===== config.mk =====
export PLATFORM = sky130hd
export DESIGN_NAME = condition_mux
export DESIGN_NICKNAME = d
export VERILOG_FILES = /design/src/rtl/mcu_pkg.sv /design/src/rtl/condition_mux.sv
export VERILOG_INCLUDE_DIRS = /design/src /design/src/rtl
export SDC_FILE = /design/constraint.sdc
export NUM_CORES = 1
export LEC_CHECK = 0
export ABC_AREA = 1
export BUFFER_PORTS_ARGS = -buffer_cell sky130_fd_sc_hd__buf_4
export CAP_MARGIN = 20
export CORE_AREA = 2 2 39 41
export DETAILED_ROUTE_END_ITERATION = 7
export DIE_AREA = 0 0 41 43
export PLACE_DENSITY = 0.65
export SLEW_MARGIN = 20
export SYNTH_ARGS = -nofsm -noshare
export SYNTH_HDL_FRONTEND = slang
export SYNTH_SLANG_ARGS = --single-unit

===== constraint.sdc =====
create_clock -name vclk -period 4.55
set_clock_uncertainty 0.2 [all_clocks]
set_input_delay 1.365 -clock vclk [all_inputs]
set_output_delay 1.365 -clock vclk [all_outputs]
set_load 0.01 [all_outputs]

===== src/rtl/mcu_config.svh =====
`ifndef MCU_CONFIG_SVH
`define MCU_CONFIG_SVH

// Bus and microinstruction field widths
`define MCU_WORD_W      64
`define MCU_YDST_W      4
`define MCU_YDEV_W      3
`define MCU_DDEV_W      3
`define MCU_DSRC_W      4
`define MCU_FFCNT_W     5
`define MCU_MPADR_W     4
`define MCU_COND_W      5

// Memory depths
`define MCU_PAGE_DEPTH  1024          // Page table entries
`define MCU_MP_DEPTH    16            // Exchange memory bytes

// --------------------
// Y-bus destinations (YDST)
`define MCU_YDST_MODGN  4'd1          // Modifier group number
`define MCU_YDST_PROCN  4'd2          // Process number
`define MCU_YDST_RR     4'd3          // Mode register
`define MCU_YDST_PHYSPG 4'd4          // Physical page
`define MCU_YDST_UREG   4'd8          // Effective address register

// Y-bus devices (YDEV)
`define MCU_YDEV_RADRR  3'd3          // UREG readback
`define MCU_YDEV_PSMEM  3'd4          // Page table
`define MCU_YDEV_MPMEM  3'd5          // Exchange memory
`define MCU_YDEV_STOPM0 3'd6          // Stop flag 0
`define MCU_YDEV_STOPM1 3'd7          // Stop flag 1

// D-bus sources and devices
`define MCU_DSRC_MODGN  4'd1
`define MCU_DSRC_PROCN  4'd2
`define MCU_DSRC_RR     4'd3
`define MCU_DSRC_PHYSPG 4'd4
`define MCU_DDEV_CLRCB  3'd3          // Clears the address-change flag

// --------------------
// Flag set/reset decoder (FFCNT with IOMP low)
`define MCU_FF_LOGGRP   5'd1
`define MCU_FF_MULGRP   5'd2
`define MCU_FF_ADDGRP   5'd3
`define MCU_FF_SETC     5'd5
`define MCU_FF_CLRRCB   5'd6
`define MCU_FF_SETRCB   5'd7
`define MCU_FF_CLRJMP   5'd8
`define MCU_FF_SETJMP   5'd9
`define MCU_FF_SETEI    5'd10
`define MCU_FF_CLREI    5'd11
`define MCU_FF_CLRTR0   5'd12
`define MCU_FF_SETTR0   5'd13
`define MCU_FF_CLRTR1   5'd14
`define MCU_FF_SETTR1   5'd15
`define MCU_FF_CLRTKK   5'd18
`define MCU_FF_SETTKK   5'd19
`define MCU_FF_SETNR    5'd20
`define MCU_FF_SETER    5'd22
`define MCU_FF_CHTKK    5'd23

`endif


===== src/rtl/mcu_pkg.sv =====
`include "mcu_config.svh"

package mcu_pkg;

    typedef logic [`MCU_WORD_W-1:0] word_t;     // Y and D bus word
    typedef logic [19:0] page_entry_t;          // Page table entry
    typedef logic [7:0]  mp_byte_t;             // Exchange memory byte

    // Mode register, bit 31 first
    typedef struct packed {
        logic [1:0] unused;         // 31:30
        logic       jump;           // Control transfer flag
        logic       rcb;            // Right command flag
        logic       cb;             // Address change flag
        logic       no_paging;
        logic       no_procnm;
        logic       negaddr;        // Negative address mode
        logic       no_rprot;
        logic       no_wprot;
        logic       intstp;         // Stop on interrupt
        logic       single_step;
        logic       cemlrg;         // Reserve bit 19
        logic       no_wtag;
        logic       no_intr;        // External interrupt mask
        logic       no_progtag;
        logic       no_badacc;
        logic       no_rtag;
        logic       no_badop;
        logic       drg;            // Dispatcher mode
        logic       ovrftb;
        logic       bnb;
        logic       z;              // Status flags Z N C V
        logic       n;
        logic       c;
        logic       v;
        logic       ovrib;
        logic [2:0] grp;            // Branch group
        logic       rndb;           // Rounding block
        logic       normb;          // Normalization block
    } mode_reg_t;

endpackage


===== src/rtl/condition_mux.sv =====
`timescale 1ns/10ps

`include "mcu_config.svh"

module condition_mux (
    input  logic [`MCU_COND_W-1:0] i_cond,     // Condition select
    input  logic                   i_icc,      // High passes, low inverts
    input  mcu_pkg::mode_reg_t     i_rr,       // Mode register
    input  logic                   i_tr0,      // Microprogram flag 0
    input  logic                   i_tr1,      // Microprogram flag 1
    input  logic                   i_tkk,      // Standardizer right command
    input  logic                   i_besm6,    // Emulation mode
    output logic                   o_cond
);

    logic sel;                                  // Selected raw condition

    // --------------------
    always_comb begin
        case (i_cond)
            5'd0:    sel = 1'b1;                // Unconditional yes
            5'd1:    sel = i_rr.normb;          // Normalization block
            5'd2:    sel = i_rr.rndb;           // Rounding block
            5'd3:    sel = i_rr.ovrib;          // Overflow interrupt block
            5'd4:    sel = i_rr.bnb;            // Range check block
            5'd5:    sel = i_rr.ovrftb;
            5'd6:    sel = i_rr.drg;            // Dispatcher mode
            5'd7:    sel = i_besm6;             // Emulation mode
            5'd8:    sel = i_rr.rcb;            // Right command
            5'd9:    sel = i_rr.cb;             // Address changed by reg 16
            5'd10:   sel = i_rr.cemlrg;
            5'd12:   sel = i_tr1;
            5'd13:   sel = i_rr.intstp;         // Stop on interrupt
            5'd14:   sel = 1'b1;                // Stack mode, no decoder here
            5'd15:   sel = i_tkk;
            5'd22:   sel = i_tr0;
            default: sel = 1'b1;                // External conditions read true
        endcase
    end

    // Inversion control
    assign o_cond = i_icc ? sel : ~sel;

endmodule


==> metrics.yaml, run 1 <==
sta:
  grt_setup_unrepaired: "false"
  worst_pin_slew_ns: 0.302
  setup_tns_ns: 0
  fmax_mhz: 251
  setup_viol: 0
  postLayoutSetupSlackWorst_ns: 0.573
  slew_viol_final: 0
  hold_violations: 0
  fin_crit_ns: 3.98
  min_period_over_period: 0.874
  slew_headroom: 0.798
final_layout:
  mostFrequentLayoutCells: "nand2_1 (24), buf_4 (21), nor2_1 (12), nand3_1 (11), inv_1 (8)"
  nClkBuffers: 0
  multi_input_area_um2: 279
  area_delta_synth_final_pct: 54.8
  seq_cell_count: 0
  fillCellCount: 162
  fin_util: 0.363
  nets: 137
  insertedDiodeCount: 0
  drive_above_1_share: 0.355
  seq_area_um2: 0
  final_common_cell: "nand2_1"
synth:
  synth_top_area_frac: 0.278
  synth_top_cell_by_area: "nand2_1"
  yosysSeqAreaShare: 0
  synth_nets: 114
  synth.area.top_cells: "nand2_1 (28%), nand3_1 (17%), nor2_1 (14%)"
  syn_area_um2: 324
  syn_inst: 72
  avgSynthCellArea_um2: 4.50
  synth_warnings: 0
  synthDistinctLibCells: 11
floorplan:
  die_h_um: 43
  placementRows: 14
  initial_core_util: 0.234
  design.die.area_mm2: 0.00176
  die_x_um: 41
  io_pins: 43
  core-area_mm2: 0.00138
placement:
  pre_cts_ws_ns: 0.570
  gp_congestion: 0.772
  dp_hpwl_um: 772
  io_buffer_count: 21
power:
  ir_drop_mv: 0.0276
  powerDensity_mw_per_mm2: 74.7
  p_total_w: 0.0000375
  cellLeakagePower_nw: 0.306
setup_path:
  critPathKind: "in2out"
  crit_arrival_ns: 2.41
  worstSetupStartpointType: "input pin"
  critPathMaxFanout: 7
  endpoint_kind: "primary output"
  cp.required_ns: 2.98
routing:
  firstDrtPassIters: 4
  viasPerCell: 4.50
  detail-route-antenna-nets: 0
  drc_errors: 0
  detailroute.via_count: 490
  wl_um: 886
  wire_per_inst_um: 8.13
  drt_iter0_drc: 11
clock_network:
  cts_setup_buffers: 0
  ctsResizeCount: 0
  holdBufCountCts: 0
global_routing:
  grt.overflow.total: 0
  antenna_found_initial: 0
  grt_usage: 0.107
  grt_pass1_wl_um: 1460
  grt_max_degree: 8
  first_global_vias: 394
flow_run:
  cap_violations: 0
outcome:
  status: "finished clean"
hold_path:
  hold_class: "in2out"
## critical path, cell delays in order
cell and delay [ns]:
buf_4 0.14, inv_2 0.10, nand2_1 0.08, nor2_1 0.15, nand2_1 0.07, nand3_1 0.07, nor2_1 0.05, nor2_1 0.11
nand2_1 0.06, nand2_1 0.05, nand2_1 0.04, buf_4 0.13
## Yosys cell counts
library cell  instances
nor3_1                1
inv_1                 8
nor2_1               12
nand2_2               2
nand4_1               4
nor2_2                4
nand2_1              24
nand3_2               1
nand3_1              11
nand2_4               1
inv_2                 4
## worst paths after layout
| kind | start | end | slack, ns | cells after the start |
|---|---|---|---|---|
| min | i_icc | o_cond | 2.81 | 4 |
| max | i_cond[0] | o_cond | 0.57 | 12 |
## kinds of logic (layout without fill, tap and decap cells)
family	Yosys count	after routing	share of synthesized area
and+or+nand+nor	60	60	0.861
buffers and inverters	12	33	0.139
## per-stage QoR
stage / instance area [um2] / instances / hold WS [ns]
2_1_floorplan: 324 / 72 / 2.65
3_3_place_gp: 502 / 109 / 2.81
3_5_place_dp: 502 / 109 / 2.81
4_1_cts: 502 / 109 / 2.82
5_1_grt: 502 / 109 / 2.86
6_report: 502 / 109 / 2.81
## metal layers
metal,global-route usage,vias to the layer above,share of wire
met3,0,0,0.099
met1,0.171,200,0.43
met2,0.166,21,0.47
met5,0,-,0
met4,0,0,0
li1,-,269,-
## report_power, final
part           leakage, nW  switching, W  internal, W  total [W]
Clock                    0             0            0          0
Sequential               0             0            0          0
Combinational        0.306     0.0000186    0.0000188  0.0000375
Total                0.306     0.0000186    0.0000188  0.0000375
## area by class of cell
class	count	area share
multi-input cells	60	0.556
repair buffers	21	0.314
inverters	12	0.0898
well taps	16	0.0399
No activity file was read; power rests on OpenSTA's default activity.
==> inputs of run 2 (changes only) <==
--- a/config.mk
+++ b/config.mk
@@ -12,7 +12,7 @@
 export CORE_AREA = 2 2 39 41
 export DETAILED_ROUTE_END_ITERATION = 7
 export DIE_AREA = 0 0 41 43
-export PLACE_DENSITY = 0.65
+export PLACE_DENSITY_LB_ADDON = 0.12
 export SLEW_MARGIN = 20
 export SYNTH_ARGS = -nofsm -noshare
 export SYNTH_HDL_FRONTEND = slang
==> metrics.yaml, run 2 (same netlist as run 1, synthesis figures left out) <==
global_routing:
  top_usage_layer: "met1"
  met3_usage: 0  # unchanged
  grt.overflow.total: 0  # unchanged
  first_global_vias: 378  # -4.1%
  grt_usage: 0.113  # +0.00599
  grt_pass1_wl_um: 1500  # +2.9%
  met1_usage: 0.184  # +0.0127
  antenna_found_initial: 0  # unchanged
  use_met2: 0.172  # +0.00625
  grt_max_degree: 8  # unchanged
final_layout:
  final_common_cell: "nand2_1"
  seq_cell_count: 0  # unchanged
  fin_util: 0.363  # unchanged
  mostFrequentLayoutCells: "nand2_1 (24), buf_4 (21), nor2_1 (12), nand3_1 (11), inv_1 (8)"
  fin_cells: 109  # unchanged
  nets: 137  # unchanged
  seq_area_um2: 0  # unchanged
  nClkBuffers: 0  # unchanged
  fillCellCount: 171  # +5.6%
  area_delta_synth_final_pct: 54.8  # unchanged
  drive_above_1_share: 0.355  # unchanged
  insertedDiodeCount: 0  # unchanged
sta:
  worst_pin_slew_ns: 0.300  # -0.00200 ns
  fin_crit_ns: 3.97  # -0.00528 ns
  grt_setup_unrepaired: "false"
  slew_headroom: 0.799  # +0.00134
  setup_tns_ns: 0  # unchanged
  setup_viol: 0  # unchanged
  slew_viol_final: 0  # unchanged
  fmax_mhz: 252  # +0.13%
  min_period_over_period: 0.873  # -0.00116
  hold_violations: 0  # unchanged
setup_path:
  crit_arrival_ns: 2.41  # about the same
  cp.required_ns: 2.98  # about the same
  critPathMaxFanout: 7  # unchanged
  path_common_cell: "nand2_1"
  max_stage_delay_ns: 0.14  # about the same
  critPathKind: "in2out"
  path_buf_inv: 3  # unchanged
  endpoint_kind: "primary output"
  worstSetupStartpointType: "input pin"
  crit_chain: "buf_4, inv_2, nand2_4, nor2_2, nand2_1, nand3_1, nor2_1, nor2_1, nand2_1, nand2_1, nand2_1, buf_4"
  critical_path.startpoint: "i_cond[0]"
  crit_family: "simple AND/OR/NAND/NOR gates"
  cpMaxStageDelayCell: "buf_4"
placement:
  dp_cells: 109  # unchanged
  io_buffer_count: 21  # unchanged
  gp_congestion: 0.748  # -3.0%
  dp_hpwl_um: 795  # +3.0%
routing:
  drc_errors: 0  # unchanged
  wl_um: 913  # +3.0%
  detail-route-antenna-nets: 0  # unchanged
  wire_per_inst_um: 8.38  # +3.0%
  detailroute.via_count: 480  # -2.0%
  firstDrtPassIters: 4  # unchanged
  drt_iter0_drc: 5  # -6
  viasPerCell: 4.40  # -2.0%
clock_network:
  cts_setup_buffers: 0  # unchanged
  ctsResizeCount: 0  # unchanged
  holdBufCountCts: 0  # unchanged
floorplan:
  die_x_um: 41  # unchanged
  core-area_mm2: 0.00138  # unchanged
  initial_core_util: 0.234  # unchanged
  placementRows: 14  # unchanged
  io_pins: 43  # unchanged
  die_h_um: 43  # unchanged
  design.die.area_mm2: 0.00176  # unchanged
power:
  ir_drop_mv: 0.0261  # -5.5%
  powerDensity_mw_per_mm2: 74.8  # about the same
  cellLeakagePower_nw: 0.306  # unchanged
outcome:
  status: "finished clean"
hold_path:
  hold-path-cell-count: 4  # unchanged
  hold_path_end: "o_cond"
  hold_start: "i_icc"
  hold_class: "in2out"
flow_run:
  cap_violations: 0  # unchanged
## run 2: how the worst max path moves through the flow
stage	end	slack, ns	depth (start not counted)
floorplan	o_cond	0.92	9
global placement	o_cond	0.56	12
detailed placement	o_cond	0.57	12
CTS	o_cond	0.56	12
global route	o_cond	0.44	12
finish	o_cond	0.58	12
## run 2: per-stage QoR
step,cell area (um2),hold WS (ns),setup slack [ns],power (W)
after CTS,502,2.82,0.562,0.0000381
after global routing,502,2.83,0.444,0.0000422
after global placement,502,2.81,0.563,0.0000378
after detailed placement,502,2.82,0.566,0.0000380
after floorplan,324,2.65,0.922,0.0000169
final,502,2.81,0.579,0.0000375
## run 2: routing by layer
| metal | wire length, um | vias up | part of all wire |
|---|---|---|---|
| met3 | 83 | 0 | 0.091 |
| met5 | 0 | - | 0 |
| li1 | - | 271 | - |
| met4 | 0 | 0 | 0 |
| met2 | 394 | 21 | 0.43 |
| met1 | 435 | 188 | 0.48 |
## run 2: cell type report
class	instances	area, um2	share of cell area
inverter	12	45.0	0.0898
tap	16	20.0	0.0399
timing repair buffer	21	158	0.314
multi-input combinational	60	279	0.556
## run 2: where the power goes
group	switching [W]	internal (W)	total [W]	leakage, nW
clock	0	0	0	0
sequential	0	0	0	0
combinational	0.0000187	0.0000188	0.0000375	0.306
## run 2: worst min-delay path, delay by kind of cell
kind                   cells  cell delay (ns)
buffers and inverters      2             0.19
and+or+nand+nor            2             0.09
