### src/rtl/mcu_config.svh
`ifndef MCU_CONFIG_SVH
`define MCU_CONFIG_SVH

// Bus and microinstruction field widths
`define MCU_WORD_W      64
`define MCU_YDST_W      4
`define MCU_YDEV_W      3
`define MCU_DDEV_W      3
`define MCU_DSRC_W      4
`define MCU_FFCNT_W     5
`define MCU_MPADR_W     4
`define MCU_COND_W      5

// Memory depths
`define MCU_PAGE_DEPTH  1024          // Page table entries
`define MCU_MP_DEPTH    16            // Exchange memory bytes

// --------------------
// Y-bus destinations (YDST)
`define MCU_YDST_MODGN  4'd1          // Modifier group number
`define MCU_YDST_PROCN  4'd2          // Process number
`define MCU_YDST_RR     4'd3          // Mode register
`define MCU_YDST_PHYSPG 4'd4          // Physical page
`define MCU_YDST_UREG   4'd8          // Effective address register

// Y-bus devices (YDEV)
`define MCU_YDEV_RADRR  3'd3          // UREG readback
`define MCU_YDEV_PSMEM  3'd4          // Page table
`define MCU_YDEV_MPMEM  3'd5          // Exchange memory
`define MCU_YDEV_STOPM0 3'd6          // Stop flag 0
`define MCU_YDEV_STOPM1 3'd7          // Stop flag 1

// D-bus sources and devices
`define MCU_DSRC_MODGN  4'd1
`define MCU_DSRC_PROCN  4'd2
`define MCU_DSRC_RR     4'd3
`define MCU_DSRC_PHYSPG 4'd4
`define MCU_DDEV_CLRCB  3'd3          // Clears the address-change flag

// --------------------
// Flag set/reset decoder (FFCNT with IOMP low)
`define MCU_FF_LOGGRP   5'd1
`define MCU_FF_MULGRP   5'd2
`define MCU_FF_ADDGRP   5'd3
`define MCU_FF_SETC     5'd5
`define MCU_FF_CLRRCB   5'd6
`define MCU_FF_SETRCB   5'd7
`define MCU_FF_CLRJMP   5'd8
`define MCU_FF_SETJMP   5'd9
`define MCU_FF_SETEI    5'd10
`define MCU_FF_CLREI    5'd11
`define MCU_FF_CLRTR0   5'd12
`define MCU_FF_SETTR0   5'd13
`define MCU_FF_CLRTR1   5'd14
`define MCU_FF_SETTR1   5'd15
`define MCU_FF_CLRTKK   5'd18
`define MCU_FF_SETTKK   5'd19
`define MCU_FF_SETNR    5'd20
`define MCU_FF_SETER    5'd22
`define MCU_FF_CHTKK    5'd23

`endif

### src/rtl/mcu_pkg.sv
`include "mcu_config.svh"

package mcu_pkg;

    typedef logic [`MCU_WORD_W-1:0] word_t;     // Y and D bus word
    typedef logic [19:0] page_entry_t;          // Page table entry
    typedef logic [7:0]  mp_byte_t;             // Exchange memory byte

    // Mode register, bit 31 first
    typedef struct packed {
        logic [1:0] unused;         // 31:30
        logic       jump;           // Control transfer flag
        logic       rcb;            // Right command flag
        logic       cb;             // Address change flag
        logic       no_paging;
        logic       no_procnm;
        logic       negaddr;        // Negative address mode
        logic       no_rprot;
        logic       no_wprot;
        logic       intstp;         // Stop on interrupt
        logic       single_step;
        logic       cemlrg;         // Reserve bit 19
        logic       no_wtag;
        logic       no_intr;        // External interrupt mask
        logic       no_progtag;
        logic       no_badacc;
        logic       no_rtag;
        logic       no_badop;
        logic       drg;            // Dispatcher mode
        logic       ovrftb;
        logic       bnb;
        logic       z;              // Status flags Z N C V
        logic       n;
        logic       c;
        logic       v;
        logic       ovrib;
        logic [2:0] grp;            // Branch group
        logic       rndb;           // Rounding block
        logic       normb;          // Normalization block
    } mode_reg_t;

endpackage

### src/rtl/mode_register.sv
`timescale 1ns/10ps

`include "mcu_config.svh"

module mode_register (
    input  logic                    clk,
    input  logic                    reset,
    input  logic                    i_accept,    // Transaction strobe
    input  logic [`MCU_YDST_W-1:0]  i_ydst,      // Y destination
    input  mcu_pkg::word_t          i_y,         // Y bus
    input  logic                    i_iomp,      // Low selects flag decoder
    input  logic [`MCU_FFCNT_W-1:0] i_ffcnt,     // Flag operation
    input  logic                    i_ise,       // Interrupt enable strobe
    input  logic [`MCU_DDEV_W-1:0]  i_ddev,      // D device
    output mcu_pkg::mode_reg_t      o_rr,
    output logic                    o_tr0,
    output logic                    o_tr1,
    output logic                    o_tkk,
    output logic                    o_besm6
);

    mcu_pkg::mode_reg_t rr;                      // Mode register
    logic               tr0;                     // Microprogram flag 0
    logic               tr1;                     // Microprogram flag 1
    logic               tkk;                     // Standardizer command toggle
    logic               besm6;                   // Emulation mode
    logic               ff_en;                   // Flag decoder active

    assign ff_en = !i_iomp;

    // --------------------
    always_ff @(posedge clk) begin
        if (reset) begin
            rr    <= '0;
            tr0   <= 1'b0;
            tr1   <= 1'b0;
            tkk   <= 1'b0;
            besm6 <= 1'b0;
        end else if (i_accept) begin
            if (i_ydst == `MCU_YDST_RR) begin
                rr <= mcu_pkg::mode_reg_t'(i_y[31:0]);  // Full load from Y
            end

            // Decoder wins over the Y load for the bit it touches
            if (ff_en) begin
                case (i_ffcnt)
                    `MCU_FF_LOGGRP: rr.grp     <= 3'b001;  // Logic group
                    `MCU_FF_MULGRP: rr.grp     <= 3'b010;  // Multiply group
                    `MCU_FF_ADDGRP: rr.grp     <= 3'b100;  // Add group
                    `MCU_FF_CLRJMP: rr.jump    <= 1'b0;
                    `MCU_FF_SETJMP: rr.jump    <= 1'b1;
                    `MCU_FF_SETEI:  rr.no_intr <= 1'b0;    // Enable interrupts
                    `MCU_FF_CLREI:  rr.no_intr <= 1'b1;    // Mask interrupts
                    `MCU_FF_CLRTR0: tr0        <= 1'b0;
                    `MCU_FF_SETTR0: tr0        <= 1'b1;
                    `MCU_FF_CLRTR1: tr1        <= 1'b0;
                    `MCU_FF_SETTR1: tr1        <= 1'b1;
                    `MCU_FF_CLRTKK: tkk        <= 1'b0;
                    `MCU_FF_SETTKK: tkk        <= 1'b1;
                    `MCU_FF_SETNR:  besm6      <= 1'b0;    // Native mode
                    `MCU_FF_SETER:  besm6      <= 1'b1;    // Emulation mode
                    `MCU_FF_CHTKK:  tkk        <= ~tkk;    // Counting toggle
                    default: ;                             // Handled below or dropped
                endcase
            end

            // Address change flag has its own clear path
            if (i_ddev == `MCU_DDEV_CLRCB) begin
                rr.cb <= 1'b0;
            end else if (ff_en && i_ffcnt == `MCU_FF_SETC) begin
                rr.cb <= 1'b1;
            end

            // Right command flag follows tkk on ISE
            if (i_ise) begin
                rr.rcb <= tkk;                      // Old tkk value
            end else if (ff_en && i_ffcnt == `MCU_FF_CLRRCB) begin
                rr.rcb <= 1'b0;
            end else if (ff_en && i_ffcnt == `MCU_FF_SETRCB) begin
                rr.rcb <= 1'b1;
            end
        end
    end

    assign o_rr    = rr;
    assign o_tr0   = tr0;
    assign o_tr1   = tr1;
    assign o_tkk   = tkk;
    assign o_besm6 = besm6;

    // --------------------
    // Group select must be one-hot after a group load
    a_grp_onehot: assert property (
        @(posedge clk) disable iff (reset)
        (i_accept && ff_en &&
         (i_ffcnt inside {`MCU_FF_LOGGRP, `MCU_FF_MULGRP, `MCU_FF_ADDGRP}))
        |=> $onehot0(rr.grp)
    ) else $error("mode register group not one-hot after flag load");

endmodule

### config.mk
export PLATFORM = sky130hd
export DESIGN_NAME = mode_register
export DESIGN_NICKNAME = d
export VERILOG_FILES = /design/src/rtl/mcu_pkg.sv /design/src/rtl/mode_register.sv
export VERILOG_INCLUDE_DIRS = /design/src /design/src/rtl
export SDC_FILE = /design/constraint.sdc
export NUM_CORES = 1
export LEC_CHECK = 0
export BUFFER_PORTS_ARGS = -buffer_cell sky130_fd_sc_hd__buf_2
export CAP_MARGIN = 20
export CORE_ASPECT_RATIO = 2
export CORE_MARGIN = 8
export CORE_UTILIZATION = 40
export DETAILED_ROUTE_END_ITERATION = 8
export PLACE_DENSITY = 0.8
export SYNTH_ARGS = -nofsm -noshare
export SYNTH_HDL_FRONTEND = slang
export SYNTH_SLANG_ARGS = --single-unit
### constraint.sdc
create_clock -name clk -period 2 [get_ports clk]
set_clock_uncertainty 0.1 [all_clocks]
set_input_delay 0.4 -clock clk [delete_from_list [all_inputs] [get_ports clk]]
set_output_delay 0.4 -clock clk [all_outputs]
set_load 0.02 [all_outputs]
==> impl.org <==
** Power and ir drop
- Switching power summed over all nets :: 0.3470 mW
- In this run the static leakage power is 0.9592 nW.
- Of the total power, the clock network draws 36.7%.
- Of the total power, registers draw 51.6%.
- Combinational share of power :: 11.6%
- VDD sags by at most 0.4680 mV.
- Post-layout total power :: 1.424 mW
- Total power density per cell area :: 660.2 nW/um^2
- Internal power comes to 1.077 mW.
- Proportion of total power due to net switching :: 24.37%

** STA
- Setup slack on the critical path of the routed design comes to 418.7 ps.
- Setup violations remaining at the end of the flow were counted as 0.
- Final hold slack :: 251.4 ps
- Setup repair after global routing left no endpoint under its margin.
- The clock period could shrink to 1581 ps.
- Timing-limited maximum frequency :: 632.4 MHz
- Endpoints failing hold :: 0
- In this run the tightest slew margin relative to its limit is 61.74%.
- Setup TNS :: 0 ps
- Post-route clock period utilization :: 79.07%
- The max-slew violation total from the final report is 0.
- At the pin with the least slew margin, the transition time is 573.8 ps.

** CTS
- The longest clock path from root to sink contains 2 buffers.
- Hold repair after CTS inserted 0 buffers.
- Count of instances resized after the clock tree is built :: 0
- # Post-CTS Setup Buffers :: 0
- Clock input transition at the sequential cells of the worst setup and hold paths :: 70 ps
- The clock drives 36 sinks.
- Clock Tree Root :: sky130_fd_sc_hd__clkbuf_8
- H-tree level count :: 2
- Clock buffer count from CTS :: 5
- Clock tree from TritonCTS :: done
- The clock reaches the later pin of the worst-skew pair after 280 ps.

** Setup path
- Of all nets on the critical path, the largest fanout is 6.
- Largest incremental delay on the critical path :: 580 ps
- The worst register-to-register path has a depth of 3.
- Arrival time worst endpoint :: 1620 ps
- Critical path class :: in -> reg
- Depth of the critical timing path with buffers and inverters included :: 5
- Counting both buffers and inverters, the worst setup path holds a total of 1.
- Grouping stages by cell kind, the critical path spends the most delay in simple AND/OR/NAND/NOR gates.
- STA classifies the critical path startpoint as an input port.
- Traced cell by cell, the critical path runs through buf_2 -> or4b_4 -> or3_1 -> o31ai_1 -> a211oi_1.
- For this design, the slowest cell found on the critical path is sky130_fd_sc_hd__or4b_4.
- Category of the worst setup path capture point :: register
- STA puts the critical path data required time at 2040 ps.

** Drt
- Routed wire length :: 4.618 mm
- In the final routed layout, each cell accounts on average for 13.62 um.
- The count of nets left with antenna violations once routing finished came out at 0.
- Number of vias in the routed layout :: 1698
- After the first detailed-routing iteration, the DRC count stood at 46.
- Residual DRC :: 0
- After detailed routing, the number of vias per cell comes to 5.009.
- Before antenna repair, the detailed router went through 4 iterations.

** Die
- Once the floorplan was initialized, standard cells occupied 41.15% of the core.
- Die H :: 104.9 um
- Number of top-level design ports :: 117
- The floorplan has 32 rows.
- The core region is 3844 sq um.
- The die covers 6344 sq um.
- In this run the horizontal extent of the chip is 60.46 um.

** Placement
- At the placement stage, the worst setup path has a slack of 135.8 ps.
- Routability cong. :: 0.7465
- Number of port buffers :: 84
- Half-perimeter wire length of the detailed placement result :: 3.514 mm

** Synth
- In this run, synthesis inferred 0 flip-flops with an integrated enable.
- Synth async-reset ratio :: 0%
- For this run, the leading register cell type out of synthesis is sky130_fd_sc_hd__dfxtp_1.
- In this run, synthesis produced a sequential element count of 36.
- Yosys mapped the design onto 38 distinct sky130hd cell types.
- Area share of the leading cell type in the synthesized netlist :: 45.57%
- Average instance area after synthesis :: 7.753 sq um
- Mapped Area :: 1582 sq um
- Sequential-to-total area share from yosys stat :: 45.57%
- Top cells by area, synth :: sky130_fd_sc_hd__dfxtp_1 (46%), sky130_fd_sc_hd__nand2_1 (14%), sky130_fd_sc_hd__a21oi_1 (9.5%), sky130_fd_sc_hd__clkbuf_1 (2.4%), sky130_fd_sc_hd__o21ai_0 (2.2%)
- Yosys printed 0 warnings.
- The number of nets in the synthesized netlist is 285.
- The largest total area in the synthesized netlist belongs to sky130_fd_sc_hd__dfxtp_1.
- sky130_fd_sc_hd__nand2_1 is the most common cell in the netlist.
- By count the netlist is led by sky130_fd_sc_hd__nand2_1 (60), sky130_fd_sc_hd__dfxtp_1 (36), sky130_fd_sc_hd__a21oi_1 (30), sky130_fd_sc_hd__clkbuf_1 (10), sky130_fd_sc_hd__nor2_1 (9).
- In the synthesized netlist, the number of instances is 204.

** Global route
- Antenna violations before repair :: 0
- Overall global routing resource usage :: 15.15%
- First-pass GRT wire length :: 7.610 mm
- The number of global-route vias before repair was 1756.
- Global routing finished with a remaining overflow of 0.
- Maximum number of pins on one net before global-route repair :: 33

** Layout
- In the final layout, the multi-input gates occupy 787.0 sq um.
- The post-route netlist has 35.76% of its cells at a drive strength greater than 1.
- At the end of the flow, the number of nets in the layout was 368.
- Number of antenna repair diodes :: 0
- Number of fillers in the final layout :: 399
- Synthesis-to-layout area growth :: 36.39%
- Area of all sequential standard cells :: 720.7 sq um

** Run
- Max-cap violations in this run came to 0.

** Hold path
- Number of instances on the worst hold path :: 3
- Kind of path behind the tightest hold check :: in -> reg

** Status
- The run finished with clean final reports.
[layer usage]
layer / GRT usage [%] / part of all wire [%]
met2: 27.00 / 53
met1: 14.74 / 37
met3: 4.054 / 7.5
met4: 8.235 / 2.5
met5: 0 / 0
[path summary, 6_finish.rpt]
check        slack, ps                   from               endpoint
max                420             i_ffcnt[4]  o_rr[29]$_SDFFE_PP0P_
min                250                 i_y[7]   o_rr[7]$_SDFFE_PP0P_
max reg2reg        950     o_tkk$_SDFFE_PP0P_  o_rr[28]$_SDFFE_PP0P_
min reg2reg        350  o_rr[22]$_SDFFE_PP0P_  o_rr[22]$_SDFFE_PP0P_
[worst reg2reg max path: stages, from the launching register on]
cell,delay [ps]
sky130_fd_sc_hd__dfxtp_1,400
sky130_fd_sc_hd__nand3b_1,130
sky130_fd_sc_hd__o21ai_0,90
sky130_fd_sc_hd__nor4b_1,240
[registers in the layout, summed over array words and instances (netlist names)]
| register | flops |
|---|---|
| o_besm6 | 1 |
| o_rr | 32 |
| o_tkk | 1 |
| o_tr0 | 1 |
| o_tr1 | 1 |
[cell usage in the layout (no fill, tap or decap), types with 4 or more instances in the layout]
cell type and count:
sky130_fd_sc_hd__buf_2 84, sky130_fd_sc_hd__a21oi_1 30, sky130_fd_sc_hd__o21ai_0 7, sky130_fd_sc_hd__nor2_1 9
sky130_fd_sc_hd__nand3_1 4, sky130_fd_sc_hd__nand2_1 60, sky130_fd_sc_hd__clkbuf_8 6, sky130_fd_sc_hd__buf_4 6
sky130_fd_sc_hd__dfxtp_1 36
[power groups by stage]
stage / clock (mW) / sequential (mW) / combinational [mW]
global route: 0.578 / 0.737 / 0.183
floorplan: 0 / 0.767 / 0.0668
finish: 0.523 / 0.735 / 0.166
detailed placement: 0 / 0.752 / 0.166
global placement: 0 / 0.751 / 0.163
CTS: 0.548 / 0.735 / 0.167
[kinds of logic after synthesis]
kind of cell	count (synthesis)	synth area share, %
muxes	2	1.266
AOI/OAI and AO/OA	49	17.88
DFF	36	45.57
buffers and inverters	17	4.668
and+or+nand+nor	100	30.62
[through the flow]
stage                     cell area, sq um  utilization [%]  cells
final                                 2157            56.12    339
after global routing                  2157            56.12    339
after CTS                             2157            56.12    339
after detailed placement              2064            53.71    331
after global placement                2064            53.71    331
after floorplan                       1582                -    204
[layout make-up]
class	count	area share, %
clock inverter	2	0.4640
sequential	36	33.41
tap	51	2.958
inverter	2	0.3480
multi-input combinational	151	36.48
clock buffer	6	3.828
timing repair buffer	91	22.51
No activity file was read; power rests on OpenSTA's default activity.
